===== config.mk =====
export PLATFORM = sky130hd
export DESIGN_NAME = soc_periph_hub
export DESIGN_NICKNAME = d
export VERILOG_FILES = /design/src/verilog/soc_hub_pkg.sv /design/src/verilog/addr_decode.sv /design/src/verilog/boot_rom.sv /design/src/verilog/clint_timer.sv /design/src/verilog/resp_combine.sv /design/src/verilog/soc_periph_hub.sv
export VERILOG_INCLUDE_DIRS = /design/src /design/src/verilog
export SDC_FILE = /design/constraint.sdc
export NUM_CORES = 1
export LEC_CHECK = 0
export BUFFER_PORTS_ARGS = -buffer_cell sky130_fd_sc_hd__buf_2
export CORE_UTILIZATION = 25
export DETAILED_ROUTE_END_ITERATION = 10
export SETUP_SLACK_MARGIN = 0.5
export SLEW_MARGIN = 25
export SYNTH_ARGS = -nofsm -noshare
export SYNTH_HDL_FRONTEND = slang
export SYNTH_SLANG_ARGS = --single-unit

===== constraint.sdc =====
create_clock -name clk_i -period 2.29 [get_ports clk_i]
set_input_delay 0.458 -clock clk_i [delete_from_list [all_inputs] [get_ports clk_i]]
set_output_delay 0.458 -clock clk_i [all_outputs]
set_load 0.005 [all_outputs]

===== src/verilog/soc_hub_defs.svh =====
`ifndef SOC_HUB_DEFS_SVH
`define SOC_HUB_DEFS_SVH

// ----------------------------------------------------------
// Bus widths
// ----------------------------------------------------------
`define HUB_ADDR_W 32
`define HUB_DATA_W 64

// ----------------------------------------------------------
// Address map
// ----------------------------------------------------------
// Boot ROM holds one 64-bit word per 8 bytes
`define ROM_BASE  32'h0001_0000
`define ROM_WORDS 16
`define ROM_LEN   (`ROM_WORDS * 8)

// Core-local timer window
`define CLINT_BASE 32'h0200_0000
`define CLINT_LEN  32'h0001_0000

// Register offsets inside the CLINT window
`define CLINT_MSIP_OFS     16'h0000
`define CLINT_MTIMECMP_OFS 16'h4000
`define CLINT_MTIME_OFS    16'hBFF8

// Upper half of ROM word i is this seed plus i
// lower half is its inverse
`define ROM_SEED 32'hB007_0000

`endif


===== src/verilog/soc_hub_pkg.sv =====
`include "soc_hub_defs.svh"

package soc_hub_pkg;

  // ----------------------------------------------------------
  // Host request and response
  // ----------------------------------------------------------
  typedef struct packed {
    logic                   valid;
    logic                   we;
    logic [`HUB_ADDR_W-1:0] addr;
    logic [`HUB_DATA_W-1:0] wdata;
  } hub_req_t;

  // One response per request, one cycle later
  typedef struct packed {
    logic                   valid;
    logic                   err;
    logic [`HUB_DATA_W-1:0] rdata;
  } hub_rsp_t;

  // Decoder result
  typedef enum logic [1:0] {
    TGT_NONE  = 2'd0,
    TGT_ROM   = 2'd1,
    TGT_CLINT = 2'd2
  } target_e;

  // ----------------------------------------------------------
  // Two views of one request address
  // ----------------------------------------------------------
  // ROM window as word index plus byte offset
  typedef struct packed {
    logic [24:0] region;
    logic [3:0]  word_idx;
    logic [2:0]  byte_ofs;
  } rom_addr_t;

  // CLINT window as 64 KiB page plus register offset
  typedef struct packed {
    logic [15:0] region;
    logic [15:0] reg_ofs;
  } clint_addr_t;

  typedef union packed {
    rom_addr_t   rom;
    clint_addr_t clint;
  } hub_addr_u;

  // Read result of one target
  typedef struct packed {
    logic                   valid;
    logic [`HUB_DATA_W-1:0] data;
  } rd_data_t;

endpackage


===== src/verilog/addr_decode.sv =====
`timescale 1ns/100ps

`include "soc_hub_defs.svh"

module addr_decode (
  input  soc_hub_pkg::hub_req_t req_i,
  output soc_hub_pkg::target_e  tgt_o
);

  // ----------------------------------------------------------
  // Rule table
  // ----------------------------------------------------------
  localparam int unsigned NUM_RULES = 2;

  // End addresses are exclusive
  localparam logic [`HUB_ADDR_W-1:0] RULE_START [NUM_RULES] = '{
    `ROM_BASE,
    `CLINT_BASE
  };

  localparam logic [`HUB_ADDR_W-1:0] RULE_END [NUM_RULES] = '{
    `ROM_BASE + `ROM_LEN,
    `CLINT_BASE + `CLINT_LEN
  };

  localparam soc_hub_pkg::target_e RULE_TGT [NUM_RULES] = '{
    soc_hub_pkg::TGT_ROM,
    soc_hub_pkg::TGT_CLINT
  };

  soc_hub_pkg::target_e match_tgt;
  logic                 misaligned;
  logic                 rom_write;

  // Walk the rules; windows do not overlap
  always_comb begin
    match_tgt = soc_hub_pkg::TGT_NONE;
    for (int unsigned i = 0; i < NUM_RULES; i++) begin
      if (req_i.addr >= RULE_START[i] && req_i.addr < RULE_END[i]) begin
        match_tgt = RULE_TGT[i];
      end
    end
  end

  // Only whole 64-bit words are accessible
  assign misaligned = (req_i.addr[2:0] != 3'b000);
  assign rom_write  = req_i.we && (match_tgt == soc_hub_pkg::TGT_ROM);

  always_comb begin
    if (!req_i.valid || misaligned || rom_write) begin
      tgt_o = soc_hub_pkg::TGT_NONE;
    end else begin
      tgt_o = match_tgt;
    end
  end

  // The ROM must never see a write
  a_no_rom_write: assert final (req_i.we !== 1'b1 || tgt_o != soc_hub_pkg::TGT_ROM)
    else $error("ROM selected for a write request");

endmodule


===== src/verilog/boot_rom.sv =====
`timescale 1ns/100ps

`include "soc_hub_defs.svh"

module boot_rom (
  input  logic                  clk_i,
  input  logic                  ndmreset_n,
  input  soc_hub_pkg::hub_req_t req_i,
  input  soc_hub_pkg::target_e  tgt_i,
  output soc_hub_pkg::rd_data_t rd_o
);

  soc_hub_pkg::hub_addr_u addr_u;
  logic [`HUB_DATA_W-1:0] rom_mem [`ROM_WORDS];
  logic                   rom_sel;
  logic                   rd_valid_q;
  logic [`HUB_DATA_W-1:0] rd_data_q;

  // ----------------------------------------------------------
  // ROM content
  // ----------------------------------------------------------
  for (genvar i = 0; i < `ROM_WORDS; i++) begin : g_rom_word
    localparam logic [31:0] HI_WORD = `ROM_SEED + i;
    assign rom_mem[i] = {HI_WORD, ~HI_WORD};
  end

  assign addr_u  = req_i.addr;
  assign rom_sel = (tgt_i == soc_hub_pkg::TGT_ROM);

  // ----------------------------------------------------------
  // Registered read port
  // ----------------------------------------------------------
  always_ff @(posedge clk_i or negedge ndmreset_n) begin
    if (!ndmreset_n) begin
      rd_valid_q <= 1'b0;
    end else begin
      rd_valid_q <= rom_sel;
    end
  end

  always_ff @(posedge clk_i) begin
    if (rom_sel) begin
      rd_data_q <= rom_mem[addr_u.rom.word_idx];
    end
  end

  assign rd_o.valid = rd_valid_q;
  assign rd_o.data  = rd_data_q;

endmodule


===== src/verilog/clint_timer.sv =====
`timescale 1ns/100ps

`include "soc_hub_defs.svh"

module clint_timer (
  input  logic                  clk_i,
  input  logic                  ndmreset_n,
  input  logic                  rtc_i,
  input  soc_hub_pkg::hub_req_t req_i,
  input  soc_hub_pkg::target_e  tgt_i,
  output soc_hub_pkg::rd_data_t rd_o,
  output logic                  timer_irq_o,
  output logic                  ipi_o
);

  soc_hub_pkg::hub_addr_u addr_u;
  logic [15:0]            reg_ofs;
  logic                   clint_sel;
  logic                   wr_msip;
  logic                   wr_mtimecmp;
  logic                   wr_mtime;
  logic                   rd_req;
  logic [`HUB_DATA_W-1:0] rd_mux;

  logic                   msip_q;
  logic [`HUB_DATA_W-1:0] mtimecmp_q;
  logic [`HUB_DATA_W-1:0] mtime_q;
  logic                   timer_irq_q;

  logic [1:0]             rtc_sync_q;
  logic                   rtc_prev_q;
  logic                   rtc_div_q;
  logic                   rtc_rise;
  logic                   mtime_tick;

  logic                   rd_valid_q;
  logic [`HUB_DATA_W-1:0] rd_data_q;

  // ----------------------------------------------------------
  // Register decode
  // ----------------------------------------------------------
  assign addr_u    = req_i.addr;
  assign reg_ofs   = addr_u.clint.reg_ofs;
  assign clint_sel = (tgt_i == soc_hub_pkg::TGT_CLINT);

  assign wr_msip     = clint_sel && req_i.we && (reg_ofs == `CLINT_MSIP_OFS);
  assign wr_mtimecmp = clint_sel && req_i.we && (reg_ofs == `CLINT_MTIMECMP_OFS);
  assign wr_mtime    = clint_sel && req_i.we && (reg_ofs == `CLINT_MTIME_OFS);
  assign rd_req      = clint_sel && !req_i.we;

  // Unknown offsets read as zero
  always_comb begin
    case (reg_ofs)
      `CLINT_MSIP_OFS:     rd_mux = {{(`HUB_DATA_W-1){1'b0}}, msip_q};
      `CLINT_MTIMECMP_OFS: rd_mux = mtimecmp_q;
      `CLINT_MTIME_OFS:    rd_mux = mtime_q;
      default:             rd_mux = '0;
    endcase
  end

  // ----------------------------------------------------------
  // RTC synchronizer and divide by two
  // ----------------------------------------------------------
  always_ff @(posedge clk_i or negedge ndmreset_n) begin
    if (!ndmreset_n) begin
      rtc_sync_q <= 2'b00;
      rtc_prev_q <= 1'b0;
      rtc_div_q  <= 1'b0;
    end else begin
      rtc_sync_q <= {rtc_sync_q[0], rtc_i};
      rtc_prev_q <= rtc_sync_q[1];
      rtc_div_q  <= rtc_div_q ^ rtc_rise;
    end
  end

  assign rtc_rise = rtc_sync_q[1] && !rtc_prev_q;
  // Count when the divider is about to go high
  assign mtime_tick = rtc_rise && !rtc_div_q;

  // ----------------------------------------------------------
  // Timer registers
  // ----------------------------------------------------------
  always_ff @(posedge clk_i or negedge ndmreset_n) begin
    if (!ndmreset_n) begin
      msip_q      <= 1'b0;
      mtimecmp_q  <= '1;
      mtime_q     <= '0;
      timer_irq_q <= 1'b0;
    end else begin
      if (wr_msip) begin
        msip_q <= req_i.wdata[0];
      end
      if (wr_mtimecmp) begin
        mtimecmp_q <= req_i.wdata;
      end
      // Host write wins over a tick
      if (wr_mtime) begin
        mtime_q <= req_i.wdata;
      end else if (mtime_tick) begin
        mtime_q <= mtime_q + 64'd1;
      end
      timer_irq_q <= (mtime_q >= mtimecmp_q);
    end
  end

  // ----------------------------------------------------------
  // Read port
  // ----------------------------------------------------------
  always_ff @(posedge clk_i or negedge ndmreset_n) begin
    if (!ndmreset_n) begin
      rd_valid_q <= 1'b0;
    end else begin
      rd_valid_q <= rd_req;
    end
  end

  // Captures the value from before a same-cycle write
  always_ff @(posedge clk_i) begin
    if (rd_req) begin
      rd_data_q <= rd_mux;
    end
  end

  assign rd_o.valid  = rd_valid_q;
  assign rd_o.data   = rd_data_q;
  assign timer_irq_o = timer_irq_q;
  assign ipi_o       = msip_q;

  // Disarmed compare keeps the interrupt low from the next cycle on
  a_irq_disarmed: assert property (@(posedge clk_i) disable iff (!ndmreset_n)
    (mtimecmp_q == '1 && mtime_q != '1) |=> !timer_irq_o)
    else $error("timer_irq_o high with mtimecmp all ones");

endmodule


===== src/verilog/resp_combine.sv =====
`timescale 1ns/100ps

module resp_combine (
  input  logic                  clk_i,
  input  logic                  ndmreset_n,
  input  soc_hub_pkg::hub_req_t req_i,
  input  soc_hub_pkg::target_e  tgt_i,
  input  soc_hub_pkg::rd_data_t rom_rd_i,
  input  soc_hub_pkg::rd_data_t clint_rd_i,
  output soc_hub_pkg::hub_rsp_t rsp_o
);

  logic        valid_q;
  logic        err_q;
  logic [63:0] rom_data;
  logic [63:0] clint_data;

  // ----------------------------------------------------------
  // Request tracking
  // ----------------------------------------------------------
  always_ff @(posedge clk_i or negedge ndmreset_n) begin
    if (!ndmreset_n) begin
      valid_q <= 1'b0;
      err_q   <= 1'b0;
    end else begin
      valid_q <= req_i.valid;
      err_q   <= req_i.valid && (tgt_i == soc_hub_pkg::TGT_NONE);
    end
  end

  // ----------------------------------------------------------
  // Read data merge
  // ----------------------------------------------------------
  // Idle targets contribute nothing
  assign rom_data   = rom_rd_i.valid ? rom_rd_i.data : '0;
  assign clint_data = clint_rd_i.valid ? clint_rd_i.data : '0;

  // Writes and errors come back with zero data
  always_comb begin
    rsp_o.valid = valid_q;
    rsp_o.err   = err_q;
    rsp_o.rdata = rom_data | clint_data;
  end

  // One response for each request, one cycle later
  a_rsp_follows_req: assert property (@(posedge clk_i) disable iff (!ndmreset_n)
    rsp_o.valid == $past(req_i.valid))
    else $error("response valid does not follow request valid");

  // ROM and CLINT never answer in the same cycle
  a_single_source: assert property (@(posedge clk_i) disable iff (!ndmreset_n)
    $onehot0({rom_rd_i.valid, clint_rd_i.valid}))
    else $error("ROM and CLINT read data valid together");

endmodule


===== src/verilog/soc_periph_hub.sv =====
`timescale 1ns/100ps

module soc_periph_hub (
  input  logic                  clk_i,
  input  logic                  ndmreset_n,
  input  logic                  rtc_i,
  input  soc_hub_pkg::hub_req_t req_i,
  output soc_hub_pkg::hub_rsp_t rsp_o,
  output logic                  timer_irq_o,
  output logic                  ipi_o
);

  soc_hub_pkg::target_e  tgt;
  soc_hub_pkg::rd_data_t rom_rd;
  soc_hub_pkg::rd_data_t clint_rd;

  // ----------------------------------------------------------
  // Decode
  // ----------------------------------------------------------
  addr_decode i_addr_decode (
    .req_i ( req_i ),
    .tgt_o ( tgt   )
  );

  // ----------------------------------------------------------
  // Targets
  // ----------------------------------------------------------
  boot_rom i_boot_rom (
    .clk_i      ( clk_i      ),
    .ndmreset_n ( ndmreset_n ),
    .req_i      ( req_i      ),
    .tgt_i      ( tgt        ),
    .rd_o       ( rom_rd     )
  );

  clint_timer i_clint_timer (
    .clk_i       ( clk_i       ),
    .ndmreset_n  ( ndmreset_n  ),
    .rtc_i       ( rtc_i       ),
    .req_i       ( req_i       ),
    .tgt_i       ( tgt         ),
    .rd_o        ( clint_rd    ),
    .timer_irq_o ( timer_irq_o ),
    .ipi_o       ( ipi_o       )
  );

  // Single response strobe back to the host
  resp_combine i_resp_combine (
    .clk_i      ( clk_i      ),
    .ndmreset_n ( ndmreset_n ),
    .req_i      ( req_i      ),
    .tgt_i      ( tgt        ),
    .rom_rd_i   ( rom_rd     ),
    .clint_rd_i ( clint_rd   ),
    .rsp_o      ( rsp_o      )
  );

endmodule

-- Word-level counts from Yosys, hierarchy flattened
Memory sizes are Yosys's and may differ from the RTL's. A register that Yosys moved wholly into a read port is not among the register bits.
Index checks and enable logic that the tools add are counted.
- shift operators: 0
- bitwise operators: 3
- equal/unequal tests: 5
- multiply operators: 0
- divide/modulo/power cells: 0
- reductions and logical operators: 21
- magnitude comparators: 5
- add/sub/neg operators: 1
- muxes and demuxes: 8
- operators with widths (operator ; number):
    64-bit 2-to-1 mux ; 4
    64-bit case mux with 3 select lines ; 1
    64-bit by 1-bit adder with 64-bit output, second input constant ; 1
    64-bit greater-or-equal comparator ; 1
    64-bit bitwise OR ; 1
    32-bit by 17-bit greater-or-equal comparator with 1-bit output, second input constant ; 1
    32-bit by 26-bit greater-or-equal comparator with 1-bit output, second input constant ; 1
    32-bit by 17-bit < comparator with 1-bit output, second input constant ; 1
    32-bit by 26-bit < comparator with 1-bit output, second input constant ; 1
    16-bit by 15-bit == test with 1-bit output, second input constant ; 1
    16-bit == test, second input constant ; 1
    16-bit logical NOT ; 1
    1-bit logical AND ; 11
    4-bit NOT with 5-bit output ; 1
    2-bit by 1-bit == test with 1-bit output, second input constant ; 2
    1-bit logical NOT ; 4
    2-bit 2-to-1 mux ; 2
    3-bit nonzero test ; 1
    2-bit == test, second input constant ; 1
    2-bit logical NOT ; 1
    1-bit logical OR ; 2
    2-bit nonzero test ; 1
    1-bit 2-to-1 mux ; 1
    1-bit XOR ; 1
- logic and storage cells: 56
- bits in latches: 0
- memories: 1
- RAM bits: 0
- output and inout bits: 68
- register bits after elaboration: 202
- input port bits: 101
- bits in read-only memories: 1024
- memories (memory ; depth ; width ; rd ports ; clocked after memory_dff ; write ports ; line ; source):
    (name not given) ; 16 ; 64 ; 1 ; 1 ; 0 ; boot_rom.sv:43 ; rd_data_q <= rom_mem[addr_u.rom.word_idx];

-- Depth between registers and ports, before layout
Gate-level depths: netlist (run 1).
- depth in word-level cells: 12
- mapped depth: 10
- gate-level depth less buffers: 8

-- By module
From an unflattened synthesis (run 1), not the netlist that was laid out.
- cell total of the unflattened synthesis: 1101
- area total of the unflattened synthesis: 12060.3 um^2
- modules (own cells, without submodules) (module ; area an instance (um^2) ; seq. area each (um^2) ; cells an instance ; instances):
    clint_timer ; 10432.5 ; 5380.2 ; 929 ; 1
    resp_combine ; 794.5 ; 50.0 ; 83 ; 1
    boot_rom ; 728.2 ; 265.3 ; 74 ; 1
    addr_decode ; 105.1 ; 0.0 ; 15 ; 1

-- Least setup slack after synthesis (run 1)
OpenSTA, ideal clock, no wires.
- kind: input to register
- from: input port req_i[66] in the netlist's numbering
- to: register i_clint_timer.rd_data_q[0] (enable)
- arrival: 3.821 ns
- setup time: 0.487 ns
- path buffers: 0
- setup slack: -2.018 ns
- required time: 1.803 ns
- stages: 5
- path through: nor3_1 nand4_1 nor2_1 nand2_1 nor2_1
- longest elaborated chain between the ends: 10
- elaborated cells between the ends (all ways): 16
- classes of those cells: order compare (4); eq/ne (2); mux (3); reduce/logical (7)
- RTL lines (element ; line ; source):
    from (decl) ; soc_periph_hub.sv:7 ; input soc_hub_pkg::hub_req_t req_i,
    32-bit by 17-bit greater-or-equal comparator with 1-bit output / 32-bit by 17-bit < comparator with 1-bit output (equally long branches) ; addr_decode.sv:39 ; if (req_i.addr >= RULE_START[i] && req_i.addr < RULE_END[i]) begin
    1-bit logical AND ; addr_decode.sv:39 ;
    1-bit 2-to-1 mux ; addr_decode.sv:39 ;
    2-bit 2-to-1 mux ; addr_decode.sv:39 ;
    2-bit by 1-bit == test with 1-bit output ; addr_decode.sv:47 ; assign rom_write = req_i.we && (match_tgt == soc_hub_pkg::TGT_ROM);
    1-bit logical AND ; addr_decode.sv:47 ;
    1-bit logical OR ; addr_decode.sv:50 ; if (!req_i.valid || misaligned || rom_write) begin
    2-bit 2-to-1 mux * ; addr_decode.sv:50 ;
    2-bit == test * ; clint_timer.sv:44 ; assign clint_sel = (tgt_i == soc_hub_pkg::TGT_CLINT);
    1-bit logical AND * ; clint_timer.sv:49 ; assign rd_req = clint_sel && !req_i.we;
    via i_clint_timer.rd_req ; clint_timer.sv:22 ; logic rd_req;
    to (signal assigned) ; clint_timer.sv:120 ; rd_data_q <= rd_mux;
    to (decl) ; clint_timer.sv:37 ; logic [`HUB_DATA_W-1:0] rd_data_q;
Mark *: on every way through the listed nets, which the timed path passes. The rest lies on a longest branch.
A chain may end at the register's enable or synchronous reset.

-- Worst setup path in the final report (run 1)
- from: register i_clint_timer.mtimecmp_q[37]
- to: register i_clint_timer.timer_irq_q, in the netlist i_clint_timer.timer_irq_o
- longest elaborated chain between the ends: 1
- RTL lines (element ; line ; source):
    from (decl) ; clint_timer.sv:26 ; logic [`HUB_DATA_W-1:0] mtimecmp_q;
    from (signal assigned) ; clint_timer.sv:94 ; mtimecmp_q <= req_i.wdata;
    64-bit greater-or-equal comparator ; clint_timer.sv:102 ; timer_irq_q <= (mtime_q >= mtimecmp_q);
    to (signal assigned) ; clint_timer.sv:102 ;
    to (decl) ; clint_timer.sv:28 ; logic timer_irq_q;
Every way passes these cells.

==> results of run 1 <==
## path summary, 6_finish.rpt
| kind | start | end | slack, ps |
|---|---|---|---|
| max | i_clint_timer.mtimecmp_q[37]$_DFFE_PN1P_ | i_clint_timer.timer_irq_o$_DFF_PN0_ | 130 |
| min | rtc_i | i_clint_timer.rtc_sync_q[0]$_DFF_PN0_ | 30 |
| max reg2reg | i_clint_timer.mtimecmp_q[37]$_DFFE_PN1P_ | i_clint_timer.timer_irq_o$_DFF_PN0_ | 130 |
| min reg2reg | i_clint_timer.rtc_sync_q[0]$_DFF_PN0_ | i_clint_timer.rtc_sync_q[1]$_DFF_PN0_ | 350 |
| max in group asynchronous | ndmreset_n | i_clint_timer.mtimecmp_q[62]$_DFFE_PN1P_ | 1110 |
| min in group asynchronous | ndmreset_n | i_clint_timer.mtime_q[18]$_DFFE_PN0P_ | 420 |
## per-stage QoR
| step | setup slack (ps) | TNS (ps) | hold WS [ps] |
|---|---|---|---|
| floorplan | -152 | -9730 | 162 |
| global placement | -93.2 | -93.2 | 342 |
| detailed placement | -29.2 | -48.5 | 350 |
| CTS | 190 | 0 | 12.9 |
| global route | 9.45 | 0 | 9.70 |
| finish | 132 | 0 | 32.4 |
## routing by layer
layer	part of all wire (%)	up-vias	track usage (%)
li1	-	4449	-
met4	2.9	18	5.12
met5	0.35	-	0
met1	45	4701	19.3
met3	5.3	74	3.63
met2	46	215	24.4
## placed cells by master (no fill, tap or decap), drive strengths merged, types with 22 or more instances in the layout
master / n
a21o: 33
a22o: 71
and2: 30
buf: 328
clkbuf: 46
dfrtp: 74
dfstp: 64
edfxtp: 72
ha: 66
inv: 87
mux2: 65
nand2: 115
nand3: 28
nand4: 22
nor2: 27
nor3: 23
nor4: 24
o21ai: 74
xnor2: 49
## sequential cells by signal, indices dropped and copies added, names as in the netlist
register,flops
i_boot_rom.rd_valid_q,1
i_clint_timer.rd_data_q,64
i_clint_timer.mtimecmp_q,64
i_resp_combine.err_q,1
i_clint_timer.timer_irq_o,1
i_resp_combine.valid_q,1
i_clint_timer.rtc_div_q,1
i_boot_rom.rd_data_q,8
i_clint_timer.rtc_prev_q,1
i_clint_timer.rd_valid_q,1
i_clint_timer.ipi_o,1
i_clint_timer.rtc_sync_q,2
i_clint_timer.mtime_q,64
## critical path: stages (launching register included)
cell and delay (ps):
dfstp_2 540, inv_1 40, ha_1 290, a2111oi_1 550
o21ai_0 220, o2bb2ai_2 160, o221a_2 230
## timing repair
action                                  4_1_cts  5_1_grt
setup buffers                                39       25
pin swaps                                   101       77
gates cloned                                  4       19
endpoints found under the setup margin      120      189
resized for setup                           138      116
endpoints found under the hold margin        21        0
hold buffers                                  1        0
## report_power, final
part           internal [mW]  total, mW  switching [mW]
Combinational          0.415      0.888           0.473
Clock                   2.49       4.14            1.66
Sequential              3.98       4.11           0.126
Total                   6.88       9.14            2.26
## cell type report
class / instances / share of cell area [%]
clock inverter: 12 / 0.847
tap: 600 / 4.38
timing repair buffer: 341 / 18.0
inverter: 85 / 1.89
multi-input combinational: 709 / 37.4
antenna: 2 / 0.0292
sequential: 210 / 33.3
clock buffer: 34 / 4.09
## logic make-up after synthesis
group	count (synthesis)
AOI/OAI and AO/OA	216
DFF	210
buffers and inverters	140
adders and majority gates	66
and+or+nand+nor	296
muxes	66
xor gates and xnor gates	63
==> results.py, run 1 <==
metrics = {
    "synth": {
        "synth_top_area_share_pct": 18.7,
        "yosys.area_share.simple_pct": 14.3,
        "synth-compound-area-share_pct": 13.1,
        "yosysTopAreaCell": "edfxtp_1",
        "post_synth_instance_area_um2": 11600,
        "synthCells": 1057,
        "ys_ff_latch": 210,
        "ys.flop_type": "dfrtp_1",
        "synth_edf_count": 72,
        "yosysMostFrequentCell": "nand2_1",
        "yosysWarnings": 0,
        "synthXorXnorAreaFrac_pct": 4.78,
        "synth_fa_ha_area_share_pct": 7.15,
        "synth.area.top_cells": "edfxtp_1, dfrtp_1, dfstp_2, ha_1, mux2_2",
        "synth_top_family_by_area": "simple AND/OR/NAND/NOR gates",
        "avgSynthCellArea_um2": 10.9,
        "synthMuxAreaShare_pct": 6.42,
        "postSynth.asyncResetShare_pct": 65.7,
        "synth_cell_type_count": 59,
        "syn_nets": 1224,
        "ys_top_cells_by_count": "nand2_1, inv_1, dfrtp_1, edfxtp_1, a22o_1",
        "seq_area_frac_synth_pct": 49.3,
    },
    "setup_path": {
        "critPathKind": "reg -> reg",
        "ff2ff_path_depth": 6,
        "crit_path_end_kind": "flip-flop",
        "cp_max_fo": 3,
        "critPathLaunchType": "flip-flop",
        "required_ps": 2710,
        "arrival_ps": 2580,
    },
    "timing": {
        "fin_worst_skew_ps": 21.3,
        "tightest_slew_ps": 514,
        "clock.fmax_mhz": 463,
        "drv_slew": 0,
        "rsz0062_at_grt": "true",
        "setup_violations": 0,
        "hold_violations": 0,
        "final.min_clock_period_ps": 2160,
        "relSlewSlack_pct": 65.6,
        "period_share_pct": 94.3,
    },
    "floorplan": {
        "core_area_um2": 45500,
        "die_x_um": 217,
        "row_count": 78,
        "die_y_um": 217,
        "initial_core_util_pct": 25.4,
        "die_area_um2": 47100,
        "io_pins": 169,
    },
    "outcome": {
        "outcome": "completed",
    },
    "place": {
        "dp_cells": 1857,
        "place_area_um2": 14100,
        "portBuffers": 168,
        "dp_hpwl_um": 25200,
        "gp_congestion": 0.831,
    },
    "drt": {
        "drt_pass1_iterations": 5,
        "drt-initial-drc-count": 366,
        "wirelength_um": 38900,
        "avgViaCountPerCell": 4.75,
        "wire_per_inst_um": 19.5,
        "drc": 0,
        "dr_total_vias": 9457,
        "detail-route-antenna-nets": 0,
    },
    "power": {
        "ir_worst_vdd_v": 0.000570,
        "power.total_mw": 9.14,
        "p_per_area_nw_per_um2": 533,
        "leakage_nw": 7.22,
    },
    "final_layout": {
        "multiInputGateArea_um2": 6420,
        "utilization_pct": 37.7,
        "seq_area_um2": 5710,
        "final_area_um2": 17100,
        "nets": 1539,
        "drive_gt1_share_pct": 48.8,
        "synthToLayoutAreaGrowth_pct": 48.3,
        "instances_no_fill": 1993,
        "fillerInstances": 4440,
    },
    "global_route": {
        "grt_start_max_net_pins": 56,
        "grt_pass1_vias": 9530,
        "grt_pass1_wl_um": 54700,
        "antenna_found_initial": 12,
        "overflow": 0,
        "grtUsageTotal_pct": 15.0,
    },
    "job": {
        "drv_cap": 0,
    },
    "cts": {
        "clockBufferDepth": 3,
        "htreeDepth": 1,
        "cts_sinks": 210,
        "clkLatencyLatePin_ps": 550,
        "numCtsBuffers": 25,
        "cts-root-buf": "clkbuf_16",
        "path_clk_slew_ps": 60,
        "cts_tree": "built",
    },
    "hold_path": {
        "hold_depth": 1,
        "holdCritPathClass": "in -> reg",
    },
}
Note: power is estimated with default switching activity, not from simulation.
==> run 2, diff against run 1 <==
Settings changed: CTS_CLUSTER_SIZE set to 28.
Clock period 2.29 ns to 2.65 ns, I/O delays scaled along.
==> results.py, run 2 (synthesis gave the netlist of run 1 again) <==
metrics = {
    "setup_path": {
        "crit_path_end_kind": "flip-flop",
        "ff2ff_path_depth": 8,
        "arrival_ps": 2590,
        "r2r_end": "i_clint_timer.timer_irq_o$_DFF_PN0_",
        "required_ps": 3060,
        "rr_startpoint": "i_clint_timer.mtimecmp_q[57]$_DFFE_PN1P_",
        "critPathLaunchType": "flip-flop",
        "critPathKind": "reg -> reg",
        "cp_max_fo": 3,
        "reg2reg_setup_slack_ps": 470,
    },
    "floorplan": {
        "die_y_um": 217,
        "die_x_um": 217,
        "io_pins": 169,
        "core_area_um2": 45500,
        "die_area_um2": 47100,
        "row_count": 78,
        "initial_core_util_pct": 25.4,
    },
    "drt": {
        "wire_per_inst_um": 18.6,
        "avgViaCountPerCell": 4.72,
        "drc": 0,
        "drt-initial-drc-count": 461,
        "dr_total_vias": 8993,
        "detail-route-antenna-nets": 0,
        "wirelength_um": 35500,
        "drt_pass1_iterations": 5,
    },
    "final_layout": {
        "multiInputGateArea_um2": 5820,
        "layout_commonest_cell": "buf_2",
        "seq_area_um2": 5720,
        "reg_top3": "i_clint_timer.mtime_q (64), i_clint_timer.mtimecmp_q (64), i_clint_timer.rd_data_q (64)",
        "fillerInstances": 4630,
        "nets": 1451,
        "synthToLayoutAreaGrowth_pct": 31.8,
        "final_cell_mix": "buf_2, nand2_1, inv_1",
        "drive_gt1_share_pct": 40.2,
    },
    "cts": {
        "numCtsBuffers": 24,
        "path_clk_slew_ps": 60,
        "cts-root-buf": "clkbuf_16",
        "clkLatencyLatePin_ps": 550,
        "cts_tree": "built",
        "cts_sinks": 210,
        "clockBufferDepth": 3,
        "htreeDepth": 1,
    },
    "timing": {
        "hold_violations": 0,
        "drv_slew": 0,
        "setup_violations": 0,
        "worst_slack_ps": 467,
        "rsz0062_at_grt": "true",
        "relSlewSlack_pct": 67.9,
        "tightest_slew_ps": 477,
        "clock.fmax_mhz": 458,
        "period_share_pct": 82.4,
        "finalSetupTns_ps": 0,
        "final.min_clock_period_ps": 2180,
        "fin_worst_skew_ps": 31.2,
        "whs_ps": 89.2,
    },
    "global_route": {
        "grt_start_max_net_pins": 65,
        "overflow": 0,
        "antenna_found_initial": 15,
        "grt_pass1_wl_um": 52400,
        "grtUsageTotal_pct": 14.3,
        "grt_pass1_vias": 9058,
    },
    "job": {
        "drv_cap": 0,
    },
    "hold_path": {
        "holdCritPathClass": "in -> reg",
        "hold_depth": 1,
        "min_to": "i_clint_timer.rtc_sync_q[0]$_DFF_PN0_",
        "hp-start": "rtc_i",
    },
    "outcome": {
        "outcome": "completed",
    },
    "power": {
        "leakage_nw": 6.35,
        "p_per_area_nw_per_um2": 504,
        "power.total_mw": 7.67,
        "ir_worst_vdd_v": 0.000299,
    },
    "place": {
        "place_ws_ps": 236,
        "portBuffers": 168,
        "dp_hpwl_um": 23700,
        "gp_congestion": 0.808,
    },
}
run 2: changes by cell type in the layout (fill, tap and decap cells not counted), moves of 11 or more:
cell     before  now
and2_4       24    1
buf_12       27   16
o21ai_1      49   18
nor3_1        5   17
o21ai_0      20   52
buf_4       100   60
nor3_4       17    0
and2_1        6   29
buf_2       140  167
buf_6        54    6
run 2: worst max-delay path by stage:
stage                                                        start                                      end  slack [ps]  cells past startpoint
after global placement                                   req_i[94]  i_clint_timer.mtimecmp_q[3]$_DFFE_PN1P_         240                      8
after global routing      i_clint_timer.mtimecmp_q[57]$_DFFE_PN1P_      i_clint_timer.timer_irq_o$_DFF_PN0_         370                      8
after detailed placement                                 req_i[94]    i_clint_timer.mtime_q[32]$_DFFE_PN0P_         240                      8
after CTS                 i_clint_timer.mtimecmp_q[30]$_DFFE_PN1P_      i_clint_timer.timer_irq_o$_DFF_PN0_         430                      8
after floorplan                                          req_i[94]     i_clint_timer.rd_data_q[0]$_DFFE_PP_         140                      5
final                     i_clint_timer.mtimecmp_q[57]$_DFFE_PN1P_      i_clint_timer.timer_irq_o$_DFF_PN0_         470                      8
run 2: report_power, final:
| part | leakage (nW) | switching (mW) | internal (mW) |
|---|---|---|---|
| registers | 2.13 | 0.142 | 3.44 |
| logic | 3.83 | 0.343 | 0.336 |
| clock network | 0.393 | 1.37 | 2.04 |
| total | 6.35 | 1.85 | 5.82 |
run 2: final cells by class:
| type | count | area share [%] |
|---|---|---|
| sequential | 210 | 37.6 |
| clock buffer | 39 | 4.71 |
| timing repair buffer | 255 | 11.8 |
| inverter | 85 | 2.10 |
| tap | 600 | 4.93 |
| multi-input combinational | 708 | 38.3 |
| antenna | 2 | 0.0329 |
| clock inverter | 5 | 0.567 |
run 2: metrics by stage:
step / instances / utilization (%) / instance area (um^2)
after floorplan: 1057 / - / 11600
after global placement: 1805 / 29.3 / 13300
after detailed placement: 1805 / 29.3 / 13300
after CTS: 1854 / 31.6 / 14400
after global routing: 1902 / 33.5 / 15200
final: 1904 / 33.5 / 15200
run 2: worst max-delay path: stages, from the launching register on:
cell      delay (ps)
dfstp_2          550
inv_1             40
ha_1             290
a211oi_1         210
o21ai_0          150
a221oi_2         280
nand3_1          140
a21o_1           180
o221a_2          240
run 2: timing repair:
item                                    CTS  global route
cloned                                    1             4
setup buffers                             3            44
hold buffers                              1             0
endpoints found under the setup margin   45            32
endpoints found under the hold margin    21             0
pin swaps                                 8            34
resized for setup                        38            79
run 2: layer usage:
| layer | vias up | GRT usage [%] | share of wire, % |
|---|---|---|---|
| met4 | 22 | 3.80 | 2.0 |
| met2 | 216 | 23.2 | 47 |
| met1 | 4443 | 18.3 | 44 |
| met3 | 62 | 4.19 | 6.8 |
| li1 | 4250 | - | - |
| met5 | - | 0 | 0.34 |
